==> src/hdl/cache_types_pkg.sv <==
`default_nettype none

package cache_types_pkg;

   localparam int TAG_BITS      = 21;
   localparam int INDEX_BITS    = 7;   // 128 sets
   localparam int WORD_SEL_BITS = 2;
   localparam int WORD_BITS     = 32;
   localparam int LINE_BITS     = 128; // four words per line

   typedef struct packed {
      logic [TAG_BITS-1:0]      tag;
      logic [INDEX_BITS-1:0]    index;
      logic [WORD_SEL_BITS-1:0] word_sel;
      logic [1:0]               byte_sel;  // always zero on the fetch port
   } addr_fields_t;

   typedef union packed {
      logic [31:0]  raw;
      addr_fields_t f;
   } cpu_addr_u;

   typedef logic way_t;

   typedef struct packed {
      logic                lru;    // least recently used way
      logic                valid1;
      logic [TAG_BITS-1:0] tag1;
      logic                valid0;
      logic [TAG_BITS-1:0] tag0;
   } tag_set_t;

endpackage

`default_nettype wire

==> src/hdl/way_hit_detect.sv <==
`timescale 1ns/10ps
`default_nettype none

module way_hit_detect (
   input  wire cache_types_pkg::tag_set_t        set_entry,
   input  wire [cache_types_pkg::TAG_BITS-1:0]   req_tag,
   output logic                                  hit,
   output cache_types_pkg::way_t                 hit_way,
   output cache_types_pkg::way_t                 victim_way
);

   logic [1:0] way_match;

   assign way_match[0] = set_entry.valid0 && (set_entry.tag0 == req_tag);
   assign way_match[1] = set_entry.valid1 && (set_entry.tag1 == req_tag);

   assign hit     = |way_match;
   assign hit_way = way_match[1];  // both ways never hold the same tag

   // fill an empty way first, otherwise evict the lru way
   always_comb begin
      if (!set_entry.valid0) begin
         victim_way = 1'b0;
      end else if (!set_entry.valid1) begin
         victim_way = 1'b1;
      end else begin
         victim_way = set_entry.lru;
      end
   end

endmodule

`default_nettype wire

==> config.mk <==
export PLATFORM = sky130hd
export DESIGN_NAME = way_hit_detect
export DESIGN_NICKNAME = d
export VERILOG_FILES = /design/src/hdl/cache_types_pkg.sv /design/src/hdl/way_hit_detect.sv
export SDC_FILE = /design/constraint.sdc
export NUM_CORES = 1
export LEC_CHECK = 0
export BUFFER_PORTS_ARGS = -buffer_cell sky130_fd_sc_hd__buf_4
export CAP_MARGIN = 20
export CORE_MARGIN = 10
export CORE_UTILIZATION = 34
export DETAILED_ROUTE_END_ITERATION = 8
export PLACE_DENSITY_LB_ADDON = 0.15
export SYNTH_ARGS = -nofsm -noshare
export SYNTH_HDL_FRONTEND = slang
export SYNTH_SLANG_ARGS = --single-unit
==> constraint.sdc <==
create_clock -name vclk -period 1.4
set_clock_uncertainty 0.15 [all_clocks]
set_input_delay 0.07 -clock vclk [all_inputs]
set_output_delay 0.07 -clock vclk [all_outputs]
set_load 0.05 [all_outputs]
### Word level (Yosys, flattened, before mapping)

Index checks and enable logic that the tools add are counted.

* output and inout bits: 3
* register bits: 0
* logic and storage cells: 7

* equality and inequality tests: 2
* muxes and demuxes: 2
* reductions and logical operators: 3

Operators with widths (count)
* 21-bit == test: 2
* 1-bit logical AND: 2
* 1-bit two-way mux: 2
* 2-bit OR reduction: 1

### Longest topological paths before layout

Gate-level depths: netlist of run 1.

* depth after elaboration: 3
* depth in mapped cells: 4
* mapped depth without buffers: 4

### Worst setup path before layout of run 1

OpenSTA, ideal clock, no wires.

* path type: input -> output
* from: input req_tag[18] (netlist name)
* to: output hit
* stages: 4
* data arrival time: 1403 ps
* path slack: -223 ps
* path through: xor2_1 > nor4_1 > nand4_1 > o22ai_1

* longest elaborated chain between the ends: 3
* elaborated cells on any way between the ends: 5
* classes of those cells: 2 x eq/ne; 3 x reduce/logical

RTL lines
* from (decl): RTL line way_hit_detect.sv:6 `input wire [cache_types_pkg::TAG_BITS-1:0] req_tag,`
* 21-bit == test, on equally long branches: RTL line way_hit_detect.sv:15, way_hit_detect.sv:14
* 1-bit logical AND, on equally long branches: RTL line way_hit_detect.sv:15, way_hit_detect.sv:14
* 2-bit OR reduction *: RTL line way_hit_detect.sv:17 `assign hit = |way_match;`
* to (decl): RTL line way_hit_detect.sv:7 `output logic hit,`

Every way passes the cells marked *; elsewhere a longest branch is shown, timed or not.

### Worst setup path in the final report of run 1

* from: input req_tag[11] (netlist name)
* to: output hit

The elaborated chain is that of the path after synthesis.

==> results of run 1 <==
[layout by cell type (no fill, tap or decap), drive strengths merged]
master	count
nand3	2
xnor2	2
a21boi	1
o22ai	1
nor2	1
buf	72
nand4	2
nor4	10
xor2	40
inv	1
[cell families after synthesis]
logic type	count (synthesis)	synth area share, %
XOR/XNOR	42	77.57
AO/OA/AOI/OAI	2	2.904
AND/OR/NAND/NOR	15	18.73
buffers and inverters	1	0.7908
[per-layer routing]
| metal | GRT usage (%) | vias to the layer above |
|---|---|---|
| met5 | 0 | - |
| met4 | 0 | 0 |
| met3 | 5.088 | 0 |
| met2 | 23.77 | 40 |
| met1 | 13.97 | 285 |
| li1 | - | 352 |
[report_power, final]
group,total (W),internal [W],switching [W]
combinational,0.000306,0.000191,0.000115
sequential,0,0,0
clock,0,0,0
total,0.000306,0.000191,0.000115
[cell type report]
class	instances	area, sq um
inverter	1	3.754
tap	15	18.77
fill	81	198.9
multi-input combinational	59	505.5
timing repair buffer	72	574.3
[how the worst min path moves through the flow]
stage | start | endpoint | slack [ps] | cells past startpoint
after floorplan | set_entry[43] | hit_way | 210 | 2
after global placement | set_entry[43] | victim_way | 310 | 3
after detailed placement | set_entry[43] | victim_way | 310 | 3
after CTS | set_entry[43] | victim_way | 310 | 3
after global routing | set_entry[43] | victim_way | 330 | 3
final | set_entry[43] | victim_way | 310 | 3
[critical path, delay by kind of cell]
kind            cells  cell delay [ps]
simple gates        2              450
buf+inv             3              410
xor+xnor            1              130
compound gates      1              130
[stage by stage]
stage	hold WS, ps	cell area [sq um]	total power, W
5_1_grt	329.3	1102	0.0003343
6_report	308.9	1102	0.0003062
2_1_floorplan	210.0	483.0	0.00009567
3_3_place_gp	305.9	1050	0.0002835
4_1_cts	308.8	1086	0.0003020
3_5_place_dp	308.6	1050	0.0002909
[timing repair]
| action | CTS | global route |
|---|---|---|
| pin swaps | 16 | 3 |
| setup endpoints to repair | 2 | 2 |
| resized for setup | 10 | 3 |
| cloned | 0 | 0 |
| endpoints found under the hold margin | 0 | 0 |
| buffers inserted | 0 | 0 |
==> impl_metrics.ini, run 1 <==
[status]
run_status = finished, violations left
violations = negative setup slack

[setup_path]
critical_path.endpoint = hit
cp_cell_sequence = buf_4, buf_4, xor2_1, nor4_1, nand3_1, o22ai_2, buf_6
crit_start = req_tag[11]
start_kind = input port
max_stage_delay_ps = 300
worst-path-max-fanout = 2
cp.arrival_ps = 1200
most_numerous_cell_on_the_critical_path = sky130_fd_sc_hd__buf_4
crit_path_kind = input port to output pin
slowest_stage = sky130_fd_sc_hd__nor4_1
worst_setup_path_end_kind = output pin
critPathRequiredTime_ps = 1180

[floorplanning]
design.die.area_sq_um = 3288
start_util_pct = 36.44
placeableCoreArea_sq_um = 1301
boundaryPins = 69
num_rows = 13
die_height_um = 57.35
die_x_um = 57.35

[power]
pwr_density_cell_nw_per_um2 = 277.8
static-leakage-power_nw = 0.5502
irDropWorstVdd_v = 0.0001711

[yosys]
synth.yosys.seq_area_share_pct = 0
leading_cell_type_by_number_of_instances_after_synthesis = sky130_fd_sc_hd__xor2_1
synth_top_area_share_pct = 73.88
yosys.cell_types.count = 9
postSynthAreaPerCell_sq_um = 7.903
netlist_top_cells_count = sky130_fd_sc_hd__xor2_1, sky130_fd_sc_hd__nor4_1, sky130_fd_sc_hd__nand3_1, sky130_fd_sc_hd__nand4_1, sky130_fd_sc_hd__xnor2_1
post_synth_inst_count = 60
netlist_top_cells_area = sky130_fd_sc_hd__xor2_1, sky130_fd_sc_hd__nor4_1, sky130_fd_sc_hd__xnor2_1
synth_area_leader_cell = sky130_fd_sc_hd__xor2_1
post_synthesis_net_count = 126
total_standard_cell_area_after_synthesis_sq_um = 474.2
synth-warning-count = 0

[final_layout]
finish.cell_count_without_fillers = 147
drive_gt1_share_pct = 59.09
post_layout_net_count = 200
final_core_util_pct = 84.71
area_growth_syn_to_layout_pct = 132.5
antenna-diode-count = 0
clockBufferCount = 0
layout.area.seq_sq_um = 0
nFlopsAndLatches = 0

[global_route]
grt_start_max_net_pins = 3
antenna_violations_before_repair = 0
gr-usage-all-layers_pct = 12.80
gr-total-overflow = 0
first_global_vias = 858
wire_length_of_the_first_global_routing_pass_um = 3594

[routing]
detailedRoute.firstIterationViolations = 5
met3RoutedLength_um = 273
detail-route-antenna-nets = 0
avgViaCountPerCell = 4.605
route.top_layer_used = met3
avgRoutedWirePerCell_um = 15.24
met2_length_um = 1181
postRouteWirelength_um = 2240
detailedRoute.firstPassIterationCount = 3
wl_met1_um = 785
detail_route.drc_violations = 0
route.vias.total = 677

[timing]
final_min_period_over_clock_period_pct = 101.5
slew-limit-headroom_pct = 80.80
finalSetupViolCount = 1
unrepaired_setup_endpoints_after_global_routing = true
sum_neg_setup_slack_ps = -21.37
final_critical_path_setup_slack_ps = -21.37
timing.final.hold_violations = 0
tightestPinTransition_ps = 285.4
maxSlewViolCount = 0
achievable-frequency_mhz = 703.5
period_needed_ps = 1421

[place]
globalplace.congestion = 0.6938
place_hpwl_um = 2088
port-buffer-count = 69
post-place-cells = 148
dp_worst_setup_slack_ps = -172.6

[clock_tree]
post_cts_hold_buffer_count = 0

[flow_run]
max_cap_viol_count = 0

[min_path]
holdCritPathClass = input port to output pin
Note: power is estimated with default switching activity, not from simulation.
==> run 2: changes to the inputs <==
CORE_UTILIZATION = 29   (was 34)
clock period = 1.2 ns   (was 1.4 ns; I/O delays follow)
==> impl_metrics.ini, run 2 (same netlist as run 1, synthesis figures left out) <==
[status]
run_status = finished, violations left
violations = negative setup slack

[setup_path]
start_kind = input port
cp.arrival_ps = 1230
cp_cell_sequence = buf_4, buf_4, xor2_1, nor4_1, nand4_1, o22ai_2, buf_6
worst_path_dominant_cell_family = simple AND/OR/NAND/NOR gates
worst-path-max-fanout = 2
critical_path_buf_inv_count = 3
critPathRequiredTime_ps = 990
max_stage_delay_ps = 290
most_numerous_cell_on_the_critical_path = sky130_fd_sc_hd__buf_4
crit_path_kind = input port to output pin
slowest_stage = sky130_fd_sc_hd__nor4_1
worst_setup_path_end_kind = output pin

[routing]
avgRoutedWirePerCell_um = 14.94
detailedRoute.firstPassIterationCount = 2
route.vias.total = 720
postRouteWirelength_um = 2331
detail-route-antenna-nets = 0
detail_route.drc_violations = 0
detailedRoute.firstIterationViolations = 6
avgViaCountPerCell = 4.615

[timing]
final_critical_path_setup_slack_ps = -242.8
achievable-frequency_mhz = 693.1
maxSlewViolCount = 0
period_needed_ps = 1443
final_min_period_over_clock_period_pct = 120.2
whs_ps = 283.8
finalSetupViolCount = 2
slew-limit-headroom_pct = 80.94
tightestPinTransition_ps = 283.3
unrepaired_setup_endpoints_after_global_routing = true
timing.final.hold_violations = 0

[clock_tree]
postCtsSetupRepairBufs = 0
post_cts_hold_buffer_count = 0

[final_layout]
antenna-diode-count = 0
final_common_cell = sky130_fd_sc_hd__buf_4
fillers = 115
finalInstanceArea_sq_um = 1199
final_cell_mix = sky130_fd_sc_hd__buf_4, sky130_fd_sc_hd__xor2_1, sky130_fd_sc_hd__buf_6
post_layout_net_count = 208
area_growth_syn_to_layout_pct = 152.8
layout.area.seq_sq_um = 0
nFlopsAndLatches = 0
drive_gt1_share_pct = 65.00
clockBufferCount = 0

[global_route]
antenna_violations_before_repair = 0
grt_start_max_net_pins = 3
gr-usage-all-layers_pct = 11.34
wire_length_of_the_first_global_routing_pass_um = 3394
gr-total-overflow = 0
first_global_vias = 857

[power]
switching_share_pct = 37.27
power.sequential.fraction_pct = 0
power_switching_w = 0.0001450
pwr_density_cell_nw_per_um2 = 324.5
totalPowerFinal_w = 0.0003889
intPower_w = 0.0002440
static-leakage-power_nw = 0.5935
p_clk_share_pct = 0
share_comb_of_total_power_pct = 100.0
irDropWorstVdd_v = 0.0001801

[place]
place_hpwl_um = 2112
globalplace.congestion = 0.7585
port-buffer-count = 69
placed_cell_area_sq_um = 1104

[floorplanning]
boundaryPins = 69
die_x_um = 60.44
placeableCoreArea_sq_um = 1524
design.die.area_sq_um = 3652
num_rows = 14
start_util_pct = 31.12
die_height_um = 60.44

[min_path]
holdCritPathClass = input port to output pin
worstHoldStart = set_entry[43]
hold_path_end = victim_way
worst_hold_depth = 3

[flow_run]
max_cap_viol_count = 0
run 2: routing by layer:
metal	track usage (%)	vias to the layer above	part of all wire, %
met3	6.054	2	14
li1	-	365	-
met2	22.94	37	58
met4	2.194	0	0.73
met5	0	-	0
met1	9.430	316	28
run 2: how the worst max path moves through the flow:
stage | startpoint | to | depth (start not counted)
after CTS | set_entry[25] | hit | 6
after floorplan | req_tag[14] | hit | 4
final | req_tag[19] | hit | 7
after detailed placement | req_tag[11] | hit | 6
after global placement | req_tag[1] | hit | 6
after global routing | set_entry[32] | hit | 6
run 2: power by group through the flow:
| stage | Sequential [W] | Combinational (W) | Clock (W) |
|---|---|---|---|
| 3_5_place_dp | 0 | 0.000355 | 0 |
| 4_1_cts | 0 | 0.000370 | 0 |
| 5_1_grt | 0 | 0.000420 | 0 |
| 3_3_place_gp | 0 | 0.000347 | 0 |
| 2_1_floorplan | 0 | 0.000112 | 0 |
| 6_report | 0 | 0.000389 | 0 |
run 2: cell type report:
class | count | area [sq um] | share of cell area [%]
well taps | 16 | 20.02 | 1.670
repair buffers | 80 | 634.4 | 52.92
inverters | 1 | 3.754 | 0.3132
multi-input cells | 59 | 540.5 | 45.09
run 2: repair_timing:
action / CTS / global route
pin swaps: 6 / 10
gates resized for setup: 8 / 10
endpoints found under the setup margin: 2 / 2
run 2: metrics by stage:
stage / setup TNS [ps] / utilization [%] / instances / setup WS, ps
2_1_floorplan: -269.6 / - / 60 / -164.8
3_3_place_gp: -574.5 / 72.41 / 156 / -320.9
3_5_place_dp: -655.5 / 72.41 / 156 / -350.3
4_1_cts: -460.0 / 75.12 / 156 / -240.5
5_1_grt: -532.5 / 78.65 / 156 / -293.6
6_report: -395.4 / 78.65 / 156 / -242.8
