[config.mk]
export PLATFORM = sky130hd
export DESIGN_NAME = cache_ctrl
export DESIGN_NICKNAME = d
export VERILOG_FILES = /design/src/hdl/cache_types_pkg.sv /design/src/hdl/cache_bus_pkg.sv /design/src/hdl/cache_ctrl.sv
export SDC_FILE = /design/constraint.sdc
export NUM_CORES = 1
export LEC_CHECK = 0
export BUFFER_PORTS_ARGS = -buffer_cell sky130_fd_sc_hd__buf_2
export CORE_AREA = 2 2 195 197
export DETAILED_ROUTE_END_ITERATION = 8
export DIE_AREA = 0 0 197 199
export PLACE_DENSITY = 0.41
export SLEW_MARGIN = 10
export SYNTH_ARGS = -nofsm -noshare
export SYNTH_HDL_FRONTEND = slang
export SYNTH_SLANG_ARGS = --single-unit
[constraint.sdc]
create_clock -name clk -period 2.5 [get_ports clk]
set_clock_uncertainty 0.15 [all_clocks]
set_input_delay 0.5 -clock clk [delete_from_list [all_inputs] [get_ports clk]]
set_output_delay 0.5 -clock clk [all_outputs]
set_load 0.02 [all_outputs]
[src/hdl/cache_types_pkg.sv]
`default_nettype none

package cache_types_pkg;

   localparam int TAG_BITS      = 21;
   localparam int INDEX_BITS    = 7;   // 128 sets
   localparam int WORD_SEL_BITS = 2;
   localparam int WORD_BITS     = 32;
   localparam int LINE_BITS     = 128; // four words per line

   typedef struct packed {
      logic [TAG_BITS-1:0]      tag;
      logic [INDEX_BITS-1:0]    index;
      logic [WORD_SEL_BITS-1:0] word_sel;
      logic [1:0]               byte_sel;  // always zero on the fetch port
   } addr_fields_t;

   typedef union packed {
      logic [31:0]  raw;
      addr_fields_t f;
   } cpu_addr_u;

   typedef logic way_t;

   typedef struct packed {
      logic                lru;    // least recently used way
      logic                valid1;
      logic [TAG_BITS-1:0] tag1;
      logic                valid0;
      logic [TAG_BITS-1:0] tag0;
   } tag_set_t;

endpackage

`default_nettype wire

[src/hdl/cache_bus_pkg.sv]
`default_nettype none

package cache_bus_pkg;

   typedef struct packed {
      logic                       strobe;
      cache_types_pkg::cpu_addr_u addr;
   } cpu_req_t;

   typedef struct packed {
      logic                                  valid;  // one-cycle pulse
      logic [cache_types_pkg::WORD_BITS-1:0] data;
      logic                                  hit;
   } cpu_resp_t;

   typedef struct packed {
      logic                                                             read;
      logic [cache_types_pkg::TAG_BITS+cache_types_pkg::INDEX_BITS-1:0] line_addr;
   } mem_req_t;

   typedef struct packed {
      logic                                  valid;
      logic [cache_types_pkg::LINE_BITS-1:0] line;
   } mem_resp_t;

endpackage

`default_nettype wire

[src/hdl/cache_ctrl.sv]
`timescale 1ns/10ps
`default_nettype none

module cache_ctrl (
   input  wire                                        clk,
   input  wire                                        cache_reset,
   input  wire  cache_bus_pkg::cpu_req_t              cpu_req,
   output cache_bus_pkg::cpu_resp_t                   cpu_resp,
   output logic                                       busy,
   output cache_bus_pkg::mem_req_t                    mem_req,
   input  wire  cache_bus_pkg::mem_resp_t             mem_resp,
   output logic [cache_types_pkg::INDEX_BITS-1:0]     set_index,
   output logic [cache_types_pkg::WORD_SEL_BITS-1:0]  word_sel,
   output logic [cache_types_pkg::TAG_BITS-1:0]       req_tag,
   input  wire                                        hit,
   input  wire  cache_types_pkg::way_t                hit_way,
   input  wire  cache_types_pkg::way_t                victim_way,
   input  wire                                        stored_lru,
   input  wire  [1:0][cache_types_pkg::WORD_BITS-1:0] way_data,
   output logic [1:0]                                 tag_we,
   output logic                                       refill,
   output cache_types_pkg::tag_set_t                  tag_wdata,
   output logic [cache_types_pkg::LINE_BITS-1:0]      line_wdata
);
   import cache_types_pkg::*;

   typedef enum logic [2:0] {idle, lookup, compare, wait_mem, respond} state_t;

   state_t               state;
   cpu_addr_u            req_q;
   logic                 read_q;
   logic                 resp_hit_q;
   logic [WORD_BITS-1:0] resp_data_q;
   way_t                 fill_way_q;
   way_t                 upd_way;
   logic                 accept;
   logic                 fill;
   logic [WORD_BITS-1:0] fill_word;

   // respond doubles as a ready state while the response pulse is out
   assign busy   = !(state == idle || state == respond);
   assign accept = cpu_req.strobe && !busy;
   assign fill   = (state == wait_mem) && mem_resp.valid;

   always_ff @(posedge clk) begin
      if (!cache_reset) begin
         state  <= idle;
         read_q <= 1'b0;
      end else begin
         read_q <= 1'b0;
         case (state)
            idle, respond: state <= accept ? lookup : idle;
            lookup:        state <= compare;  // set read in flight
            compare: begin
               if (hit) begin
                  state <= respond;
               end else begin
                  state  <= wait_mem;
                  read_q <= 1'b1;
               end
            end
            wait_mem: begin
               if (mem_resp.valid) begin
                  state <= respond;
               end
            end
            default: state <= idle;
         endcase
      end
   end

   assign fill_word = mem_resp.line[req_q.f.word_sel*WORD_BITS +: WORD_BITS];

   always_ff @(posedge clk) begin
      if (accept) begin
         req_q <= cpu_req.addr;
      end
      if (state == compare) begin
         fill_way_q  <= victim_way;
         resp_hit_q  <= hit;
         resp_data_q <= way_data[hit_way];
      end
      if (fill) begin
         resp_data_q <= fill_word;  // answer straight from the arriving line
      end
   end

   // hit only touches lru, and only if it points at the way just used
   always_comb begin
      tag_we = 2'b00;
      refill = 1'b0;
      if (state == compare && hit && stored_lru == hit_way) begin
         tag_we[hit_way] = 1'b1;
      end
      if (fill) begin
         tag_we[fill_way_q] = 1'b1;
         refill             = 1'b1;
      end
   end

   assign upd_way = (state == wait_mem) ? fill_way_q : hit_way;

   assign tag_wdata = '{
      lru:    ~upd_way,
      valid1: 1'b1,
      tag1:   req_q.f.tag,
      valid0: 1'b1,
      tag0:   req_q.f.tag
   };

   assign line_wdata = mem_resp.line;
   assign set_index  = req_q.f.index;
   assign word_sel   = req_q.f.word_sel;
   assign req_tag    = req_q.f.tag;

   assign cpu_resp = '{valid: state == respond, data: resp_data_q, hit: resp_hit_q};
   assign mem_req  = '{read: read_q, line_addr: {req_q.f.tag, req_q.f.index}};

   // memory answers only the read we issued
   a_mem_resp_expected: assert property (@(posedge clk) disable iff (!cache_reset)
      mem_resp.valid |-> state == wait_mem);

   a_no_strobe_busy: assert property (@(posedge clk) disable iff (!cache_reset)
      cpu_req.strobe |-> !busy);

endmodule

`default_nettype wire

# After elaboration in Yosys (flattened, before gate mapping)
# Index checks and enable logic that the tools add are counted.
# word_totals
word_cells,48
regBits,70
output_inout_bits,270
inputBits,232
# op_classes
order_cmp,4
n_bitwise,2
eq_ne,6
reduce_logical,12
n_shift,1
muxes,17
# op_table
cell,n
32-bit 2-to-1 mux,4
128-bit by 8-bit indexed part select with 32-bit output,1
3-bit one-hot mux with 4 select lines,1
3-bit by 2-bit == test with 1-bit output (second input constant),2
1-bit logical AND,6
1-bit 2-to-1 mux,6
3-bit 2-to-1 mux,2
1-bit by 2-bit less-than comparator with 1-bit output (second input constant),2
2-bit 2-to-1 mux,2
3-bit by 1-bit == test with 1-bit output (second input constant),1
3-bit == test (second input constant),1
3-bit logical NOT,1
1-bit demux with 1-bit select,2
1-bit >= comparator (second input constant),2
2-bit inequality test (second input constant),1
2-bit bitwise OR,1
2-bit AND reduction,1
2-bit nonzero test,1
2-bit OR reduction,1
1-bit == test,1
1-bit logical NOT,1
1-bit logical OR,1
1-bit inverter,1

# Logic depth before layout (Yosys ltp)
# Gate-level depths: netlist of run 1.
# depth
ltp_word,7
mapped_depth,7
ltp_nobuf,5

# Least setup slack after synthesis of run 1
# No wires, ideal clock.
# synth_path
path_type,register to register
from,register state[0]
to,"register req_q[10] (netlist bit), enable pin"
period_less_slack_ps,2664
t_arrival_ps,2097
required_ps,1933
stages_incl_launch_ff,4
setup_slack_ps,-164
setup_time_ps,417
n_path_buf,1
path_cell_list,dfxtp_1 buf_2 or2_2 nor2_1
# synth_via
elab_chain_cells,3
elab_cells_between_ends,4
classes_between,1 x eq/ne; 3 x reduce/logical
# synth_lines
item,line_no,rtl
from (decl),cache_ctrl.sv:29,state_t state;
from (signal assigned),cache_ctrl.sv:47,state <= idle;
from (signal assigned),cache_ctrl.sv:52,"idle, respond: state <= accept ? lookup : idle;"
from (signal assigned),cache_ctrl.sv:53,lookup: state <= compare;
3-bit == test / 3-bit logical NOT (equally long branches),cache_ctrl.sv:41,assign busy = !(state == idle || state == respond);
1-bit logical OR *,cache_ctrl.sv:41,
1-bit logical AND *,cache_ctrl.sv:42,assign accept = cpu_req.strobe && !busy;
net accept,cache_ctrl.sv:36,logic accept;
to (signal assigned),cache_ctrl.sv:76,req_q <= cpu_req.addr;
to (decl),cache_ctrl.sv:30,cpu_addr_u req_q;
# The timed path passes the listed nets; every way through them passes the cells marked *.
# A chain may end at the register's enable or synchronous reset.

# Final worst setup path of run 1
# layout_path
from,register state[1]
to,output port tag_we[0]
# layout_via
elab_chain_cells,6
elab_cells_between_ends,8
classes_between,2 x eq/ne; 2 x mux; 1 x bitwise; 3 x reduce/logical
# layout_lines
item,line_no,rtl
3-bit by 2-bit == test with 1-bit output,cache_ctrl.sv:92,if (state == compare && hit && stored_lru == hit_way) begin
1-bit logical AND (2 in series),cache_ctrl.sv:92,
2-bit 2-to-1 mux,cache_ctrl.sv:92,
2-bit bitwise OR (no source line),n/a,
2-bit 2-to-1 mux *,cache_ctrl.sv:95,if (fill) begin
to (decl),cache_ctrl.sv:20,"output logic [1:0] tag_we,"
# Every way passes the cells marked *; elsewhere a longest branch is shown, timed or not.

==> impl_metrics.toml, run 1 <==
[synth]
synth_top_family_by_area = "buffers and inverters"
async_flop_share_pct = 0
ys.flop_type = "edfxtp_1"
syn_inst = 446
synth_warnings = 0
synth_edf_count = 64
synthesis.area_um2 = 5150
synth.distinct_cells = 31
syn_area_per_cell_um2 = 11.6
synth_mux_area_share_pct = 20.7
ys_ff_latch = 68
synthXorXnorAreaFrac_pct = 0
synth_compound_area_share_pct = 3.84
seq_area_frac_synth_pct = 38.9
synthAdderAreaFrac_pct = 0
synth-simple-area-share_pct = 4.30

[clock_network]
cts.clk_slew.worst_paths_ps = 60
cts-root-buf = "clkbuf_16"
h-tree-depth = 3
cts.sinks = 68
post-cts-setup-buffers = 0
clk_path_buf_depth = 2
clk_latency_ps = 350
cts_tree = "built"
holdBufCountCts = 0
numCtsBuffers = 9
cts_resized = 0

[grt]
grt_pass1_wl_um = 25700
grt_usage_pct = 9.39
antenna_found_initial = 3
grt_pass1_vias = 4063
overflow = 0
grt_max_degree = 43

[cells_and_area]
register_area_um2 = 2000
area_delta_synth_final_pct = 37.0
fin_nets = 976
layout-drive-gt1-share_pct = 74.6
multi_input_area_um2 = 1500
final_util_pct = 19.0
most-common-layout-cells = "buf_2, edfxtp_1, nand2_1"
n_fill_cell = 4192
final_common_cell = "buf_2"

[route]
drc_errors = 0
final_antenna_net_count = 0
vias = 4329
wl_um = 19600
drt_iter0_drc = 132
firstDrtPassIters = 4
viasPerCell = 3.54
avgRoutedWirePerCell_um = 16.0

[timing]
setup_viol = 0
hold_viol = 0
fin_crit_ps = 2270
drv_slew = 0
period_share_pct = 90.9
rsz0062_at_grt = "no"
max_freq_mhz = 440
hold_slack_ps = 168
fin_setup_tns_ps = 0

[setup_path]
endpoint_kind = "output pin"
reg2reg_depth = 4
cp.arrival_ps = 1620
critPathMaxFanout = 9
timing.critical_path.from_type = "flip-flop"
setup.worst_path.class = "reg -> out"
worstPathRequired_ps = 1850

[placed_design]
portBuffers = 497
place_congestion = 0.821
hpwl_um = 16600

[floorplan]
core_area_um2 = 37100
std_cell_rows = 71
die_y_um = 199
pin_count = 502
die-area_um2 = 39200
initial_core_util_pct = 13.9
dieWidth_um = 197

[pwr]
ir_worst_vdd_v = 0.000254
p_leak_nw = 3.36
p_per_area_nw_per_um2 = 572

[run]
cap_viol_max_count = 0

[worst_hold_path]
whs_path_depth = 1
hp-class = "in -> reg"

[outcome]
outcome = "completed"
-- sequential cells by signal (all words and copies together), names as in the netlist --
name         count
read_q           1
req_q           30
state            3
resp_hit_q       1
resp_data_q     32
fill_way_q       1
-- power breakdown --
part / leakage [nW] / switching (mW) / internal (mW)
clock network: 0.167 / 0.557 / 0.977
registers: 0.630 / 0.0433 / 1.34
logic: 2.57 / 0.670 / 0.450
-- cell usage after synthesis, drive strengths merged (2+ instances only) --
library cell    n  area [um^2]
o21ai          33          165
mux4           32          724
inv             4         15.0
buf           219         1640
nand2          36          135
edfxtp         64         1920
clkbuf          2         7.51
dfxtp           4         80.1
nor2            3         11.3
nor3b           2         20.0
mux2i          33          330
-- kinds of logic after synthesis --
logic type	Yosys count
AND/OR/NAND/NOR	49
other	1
buffers and inverters	225
flip-flops	68
multiplexers	66
AO/OA/AOI/OAI	37
-- stage by stage --
| step | instance area [um^2] | cells | power (mW) | worst slack (ps) |
|---|---|---|---|---|
| floorplan | 5160 | 447 | 2.25 | 335 |
| global placement | 6710 | 1207 | 2.54 | 418 |
| detailed placement | 6710 | 1207 | 2.54 | 401 |
| CTS | 7050 | 1223 | 4.15 | 178 |
| global route | 7060 | 1224 | 4.23 | 79.5 |
| finish | 7060 | 1224 | 4.03 | 227 |
-- worst max-delay path, stage by stage, from the launching register on --
cell	delay, ps
dfxtp_1	450
nor3b_2	230
nand2_1	110
o32ai_1	260
buf_2	220
-- cell type report --
class	count	area share (%)
Antenna cell	1	0.0355
Tap cell	474	8.40
Sequential cell	68	28.4
Timing Repair Buffer	507	36.8
Multi-Input combinational cell	154	21.3
Clock inverter	6	1.60
Clock buffer	10	3.24
Inverter	4	0.213
-- path summary, 6_finish.rpt --
path,from,endpoint,slack (ps)
worst min register to register,state[1]$_SDFFE_PN0P_,state[2]$_SDFFE_PN0P_,430
worst min-delay path,cpu_req[3],req_q[3]$_DFFE_PP_,170
worst max register to register,state[0]$_SDFFE_PN0P_,resp_data_q[0]$_DFFE_PP_,590
worst max-delay path,state[1]$_SDFFE_PN0P_,tag_we[0],230
-- per-layer routing --
| layer | GRT usage (%) | vias up | share of wire, % |
|---|---|---|---|
| li1 | - | 1971 | - |
| met3 | 2.51 | 25 | 8.3 |
| met1 | 10.3 | 2012 | 38 |
| met5 | 0 | - | 0.066 |
| met4 | 4.93 | 2 | 2.8 |
| met2 | 16.7 | 319 | 50 |
(Power assumes the default switching activity.)
==> inputs of run 2 (changes only) <==
Settings changed: BUFFER_PORTS_ARGS -buffer_cell sky130_fd_sc_hd__buf_2 to default, DONT_BUFFER_PORTS from default to 1, PLACE_DENSITY 0.41 to 0.3, REMOVE_ABC_BUFFERS from default to 1.
==> impl_metrics.toml, run 2 (synthesis results as in run 1) <==
[setup_path]
r2r-start = "req_q[2]$_DFFE_PP_"
cp.depth = 4
reg2reg_depth = 4
crit_path_start = "state[1]$_SDFFE_PN0P_"
r2r_setup_slack_ps = 530
crit_path_end = "tag_we[0]"
cp_slowest_cell = "dfxtp_1"
reg2reg_to = "resp_data_q[5]$_DFFE_PP_"
endpoint_kind = "output pin"
cp.arrival_ps = 1670
worstPathRequired_ps = 1850
crit_chain = "nor3b_4 > nand2_1 > o32ai_1 > buf_4"
path_delay_family = "flip-flops"
timing.critical_path.from_type = "flip-flop"
max_stage_delay_ps = 450
critPathMaxFanout = 9
crit_buf_inv = 1
setup.worst_path.class = "reg -> out"

[route]
firstDrtPassIters = 4
vias = 2598
viasPerCell = 3.52
drt_iter0_drc = 102
avgRoutedWirePerCell_um = 23.0
wl_um = 17000
final_antenna_net_count = 0
drc_errors = 0

[cells_and_area]
register_area_um2 = 2000
final_util_pct = 12.3
regMostFlops = "resp_data_q"
fin_nets = 482
final_common_cell = "edfxtp_1"
n_fill_cell = 4174
area_delta_synth_final_pct = -11.2
layout-drive-gt1-share_pct = 25.9
reg_top3 = "resp_data_q: 32 flops, req_q: 30 flops, state: 3 flops"
most-common-layout-cells = "edfxtp_1, nand2_1, mux2i_1"
fin_area_um2 = 4570
multi_input_area_um2 = 1500
largest_register_ffs = 32

[clock_network]
cts_tree = "built"
cts.clk_slew.worst_paths_ps = 60
numCtsBuffers = 9
h-tree-depth = 3
cts.sinks = 68
cts-root-buf = "clkbuf_16"
clk_latency_ps = 360
clk_path_buf_depth = 2
holdBufCountCts = 0

[timing]
fin_crit_ps = 2320
worst_slew_pin_slew_ps = 802
period_share_pct = 92.8
drv_slew = 0
max_freq_mhz = 431
hold_viol = 0
relSlewSlack_pct = 46.7
fin_setup_tns_ps = 0
setup_viol = 0

[floorplan]
dieWidth_um = 197
initial_core_util_pct = 13.9
std_cell_rows = 71
die-area_um2 = 39200
core_area_um2 = 37100
die_y_um = 199
pin_count = 502

[placed_design]
place_congestion = 0.727
hpwl_um = 13600
portBuffers = 0
place_area_um2 = 4230

[grt]
antenna_found_initial = 12
grt_max_degree = 59
overflow = 0
grt_pass1_wl_um = 21700
grt_usage_pct = 8.29
grt_pass1_vias = 2743

[pwr]
p_leak_nw = 1.39
ir_worst_vdd_v = 0.000189
p_per_area_nw_per_um2 = 714

[worst_hold_path]
hp-class = "in -> reg"
whs_path_depth = 1

[run]
cap_viol_max_count = 0

[outcome]
outcome = "completed"
==> run 2: cell types whose count changed in the layout (fill, tap and decap cells not counted) <==
cell | before | now
inv_6 | 0 | 2
nor3b_4 | 0 | 1
clkinv_2 | 1 | 2
clkinv_4 | 2 | 1
nor3b_2 | 1 | 0
nor2_2 | 0 | 1
bufinv_16 | 3 | 1
buf_2 | 497 | 0
nor2_4 | 1 | 0
clkinvlp_4 | 0 | 1
buf_4 | 7 | 10
diode_2 | 1 | 10
clkbuf_1 | 1 | 0
==> run 2: what timing repair did <==
item                                    4_1_cts  5_1_grt
setup buffers                                 0        2
resized for setup                             0        1
endpoints found under the hold margin         0        0
endpoints found under the setup margin        0        1
==> run 2: layout make-up <==
| type | instances | area share, % |
|---|---|---|
| repair buffers | 13 | 2.95 |
| diodes | 10 | 0.547 |
| flip-flops and latches | 68 | 43.8 |
| multi-input cells | 154 | 32.9 |
| clock inverters | 7 | 1.61 |
| inverters | 4 | 0.328 |
| well taps | 474 | 13.0 |
| clock buffers | 9 | 4.92 |
==> run 2: worst min path at each step <==
stage	start	endpoint	slack (ps)
floorplan	state[1]$_SDFFE_PN0P_	state[2]$_SDFFE_PN0P_	380
global placement	state[1]$_SDFFE_PN0P_	state[2]$_SDFFE_PN0P_	400
detailed placement	hit	read_q$_SDFF_PN0_	430
CTS	hit	read_q$_SDFF_PN0_	20
global route	hit	read_q$_SDFF_PN0_	40
finish	hit	read_q$_SDFF_PN0_	60
==> run 2: per-layer routing <==
layer | share of wire [%] | GRT usage [%] | vias to the layer above
li1 | - | - | 984
met1 | 31 | 7.61 | 1225
met2 | 52 | 14.3 | 344
met3 | 12 | 3.92 | 41
met4 | 4.4 | 6.35 | 4
met5 | 0.16 | 0 | -
==> run 2: metrics by stage <==
step | setup slack (ps) | hold WS [ps] | cells | total power [mW]
6_report | 179 | 60.0 | 739 | 3.26
2_1_floorplan | -292 | 379 | 226 | 1.82
3_3_place_gp | 523 | 402 | 711 | 1.93
3_5_place_dp | 448 | 435 | 711 | 1.93
5_1_grt | -4.76 | 41.6 | 739 | 3.44
4_1_cts | 16.8 | 22.6 | 727 | 3.38
==> run 2: worst reg2reg max path, stage by stage (launching register included) <==
cell and delay [ps]:
edfxtp_1 460, buf_12 280, mux4_2 650, nand2_1 80
o21ai_1 90
==> run 2: where the power goes <==
part           total [mW]  leakage (nW)  switching (mW)  internal [mW]
Clock                1.36         0.146           0.584          0.778
Combinational       0.344         0.615           0.180          0.164
Sequential           1.56         0.630           0.217           1.34
==> inputs of run 3 (changes only) <==
Settings changed: CORE_AREA 2 2 195 197 to 2 2 193 195, DIE_AREA 0 0 197 199 to 0 0 195 197.
==> impl_metrics.toml, run 3 (synthesis results as in run 1) <==
[outcome]
outcome = "completed"

[clock_network]
cts_tree = "built"
cts_resized = 0
holdBufCountCts = 0
post-cts-setup-buffers = 0
h-tree-depth = 3
clk_path_buf_depth = 2
cts-root-buf = "clkbuf_16"
cts.sinks = 68
numCtsBuffers = 9
cts.clk_slew.worst_paths_ps = 60
clk_latency_ps = 350

[placed_design]
hpwl_um = 14600
portBuffers = 0
place_congestion = 0.746
dp_cells = 712
place_area_um2 = 4290

[floorplan]
initial_core_util_pct = 14.2
dieWidth_um = 195
std_cell_rows = 70
pin_count = 502
die-area_um2 = 38400
core_area_um2 = 36300
die_y_um = 197

[grt]
grtUsageMet1_pct = 8.08
antenna_found_initial = 13
grt-busiest-layer = "met2"
met2_usage_pct = 16.0
grt_usage_pct = 8.86
grt_pass1_vias = 2849
grt_max_degree = 50
grt_pass1_wl_um = 23000
met3_usage_pct = 3.82
overflow = 0

[cells_and_area]
reg_top3 = "resp_data_q: 32 flops, req_q: 30 flops, state: 3 flops"
n_fill_cell = 4147
regMostFlops = "resp_data_q"
fin_cells = 735
fin_nets = 487
area_delta_synth_final_pct = -10.1
fin_area_um2 = 4630
largest_register_ffs = 32
final_common_cell = "edfxtp_1"
layout-drive-gt1-share_pct = 27.3
most-common-layout-cells = "edfxtp_1, nand2_1, mux2i_1"
final_util_pct = 12.8

[setup_path]
setup.worst_path.class = "reg -> out"
worstPathRequired_ps = 1850
endpoint_kind = "output pin"
timing.critical_path.from_type = "flip-flop"
cp.arrival_ps = 1700
crit_chain = "nor3b_4 > nand2_1 > o32ai_1 > buf_4"
critPathMaxFanout = 9
cp_slowest_cell = "dfxtp_1"
max_stage_delay_ps = 450

[timing]
period_share_pct = 93.9
relSlewSlack_pct = 45.0
fin_crit_ps = 2350
worst_slew_pin_slew_ps = 826
max_freq_mhz = 426
drv_slew = 0
rsz0062_at_grt = "no"
hold_viol = 0
setup_viol = 0
fin_setup_tns_ps = 0

[pwr]
ir_worst_vdd_v = 0.000235
p_per_area_nw_per_um2 = 728
p_leak_nw = 1.43

[route]
drt_iter0_drc = 125
avgRoutedWirePerCell_um = 23.9
viasPerCell = 3.54
wl_um = 17600
firstDrtPassIters = 5
drc_errors = 0
vias = 2604
final_antenna_net_count = 0

[worst_hold_path]
hp-class = "in -> reg"

[run]
cap_viol_max_count = 0
-- run 3: cell types whose count changed in the layout (fill, tap and decap cells not counted) --
cell,delta
bufinv_16,+1
buf_4,+4
diode_2,-3
clkbuf_8,+1
inv_6,-1
buf_12,+1
clkinv_4,-1
-- run 3: report_power, final --
group / internal [mW] / switching, mW
combinational: 0.173 / 0.189
sequential: 1.34 / 0.217
clock: 0.901 / 0.556
total: 2.41 / 0.962
-- run 3: per-layer routing --
| layer | vias to the layer above | part of all wire [%] |
|---|---|---|
| li1 | 994 | - |
| met1 | 1212 | 32 |
| met2 | 330 | 53 |
| met3 | 60 | 11 |
| met4 | 8 | 4.1 |
| met5 | - | 0.28 |
-- run 3: critical path, delay by kind of cell (launching register included) --
| kind | cells | cell delay [ps] |
|---|---|---|
| buffers and inverters | 1 | 200 |
| AO/OA/AOI/OAI | 1 | 260 |
| AND/OR/NAND/NOR | 2 | 440 |
| flip-flops | 1 | 450 |
-- run 3: final timing paths --
check,startpoint,endpoint,slack (ps),cells past startpoint
setup / recovery,state[1]$_SDFFE_PN0P_,tag_we[0],150,4
hold / removal,hit,read_q$_SDFF_PN0_,60,1
setup reg to reg,req_q[2]$_DFFE_PP_,resp_data_q[26]$_DFFE_PP_,450,5
hold reg to reg,state[1]$_SDFFE_PN0P_,state[2]$_SDFFE_PN0P_,440,1
-- run 3: final cells by class --
| type | count | area (um^2) | share of cell area, % |
|---|---|---|---|
| sequential | 68 | 2000 | 43.2 |
| multi-input combinational | 154 | 1500 | 32.5 |
| tap | 468 | 586 | 12.6 |
| clock buffer | 10 | 239 | 5.16 |
| timing repair buffer | 18 | 185 | 4.00 |
| clock inverter | 6 | 86.3 | 1.86 |
| antenna | 7 | 17.5 | 0.378 |
| inverter | 4 | 15.0 | 0.324 |
-- run 3: per-stage QoR --
| step | hold WS [ps] | power (mW) | worst slack (ps) |
|---|---|---|---|
| finish | 60.8 | 3.38 | 151 |
| global placement | 400 | 1.95 | 494 |
| floorplan | 379 | 1.82 | -292 |
| detailed placement | 415 | 1.95 | 460 |
| global route | 38.6 | 3.54 | 2.61 |
| CTS | 21.8 | 3.47 | 59.6 |
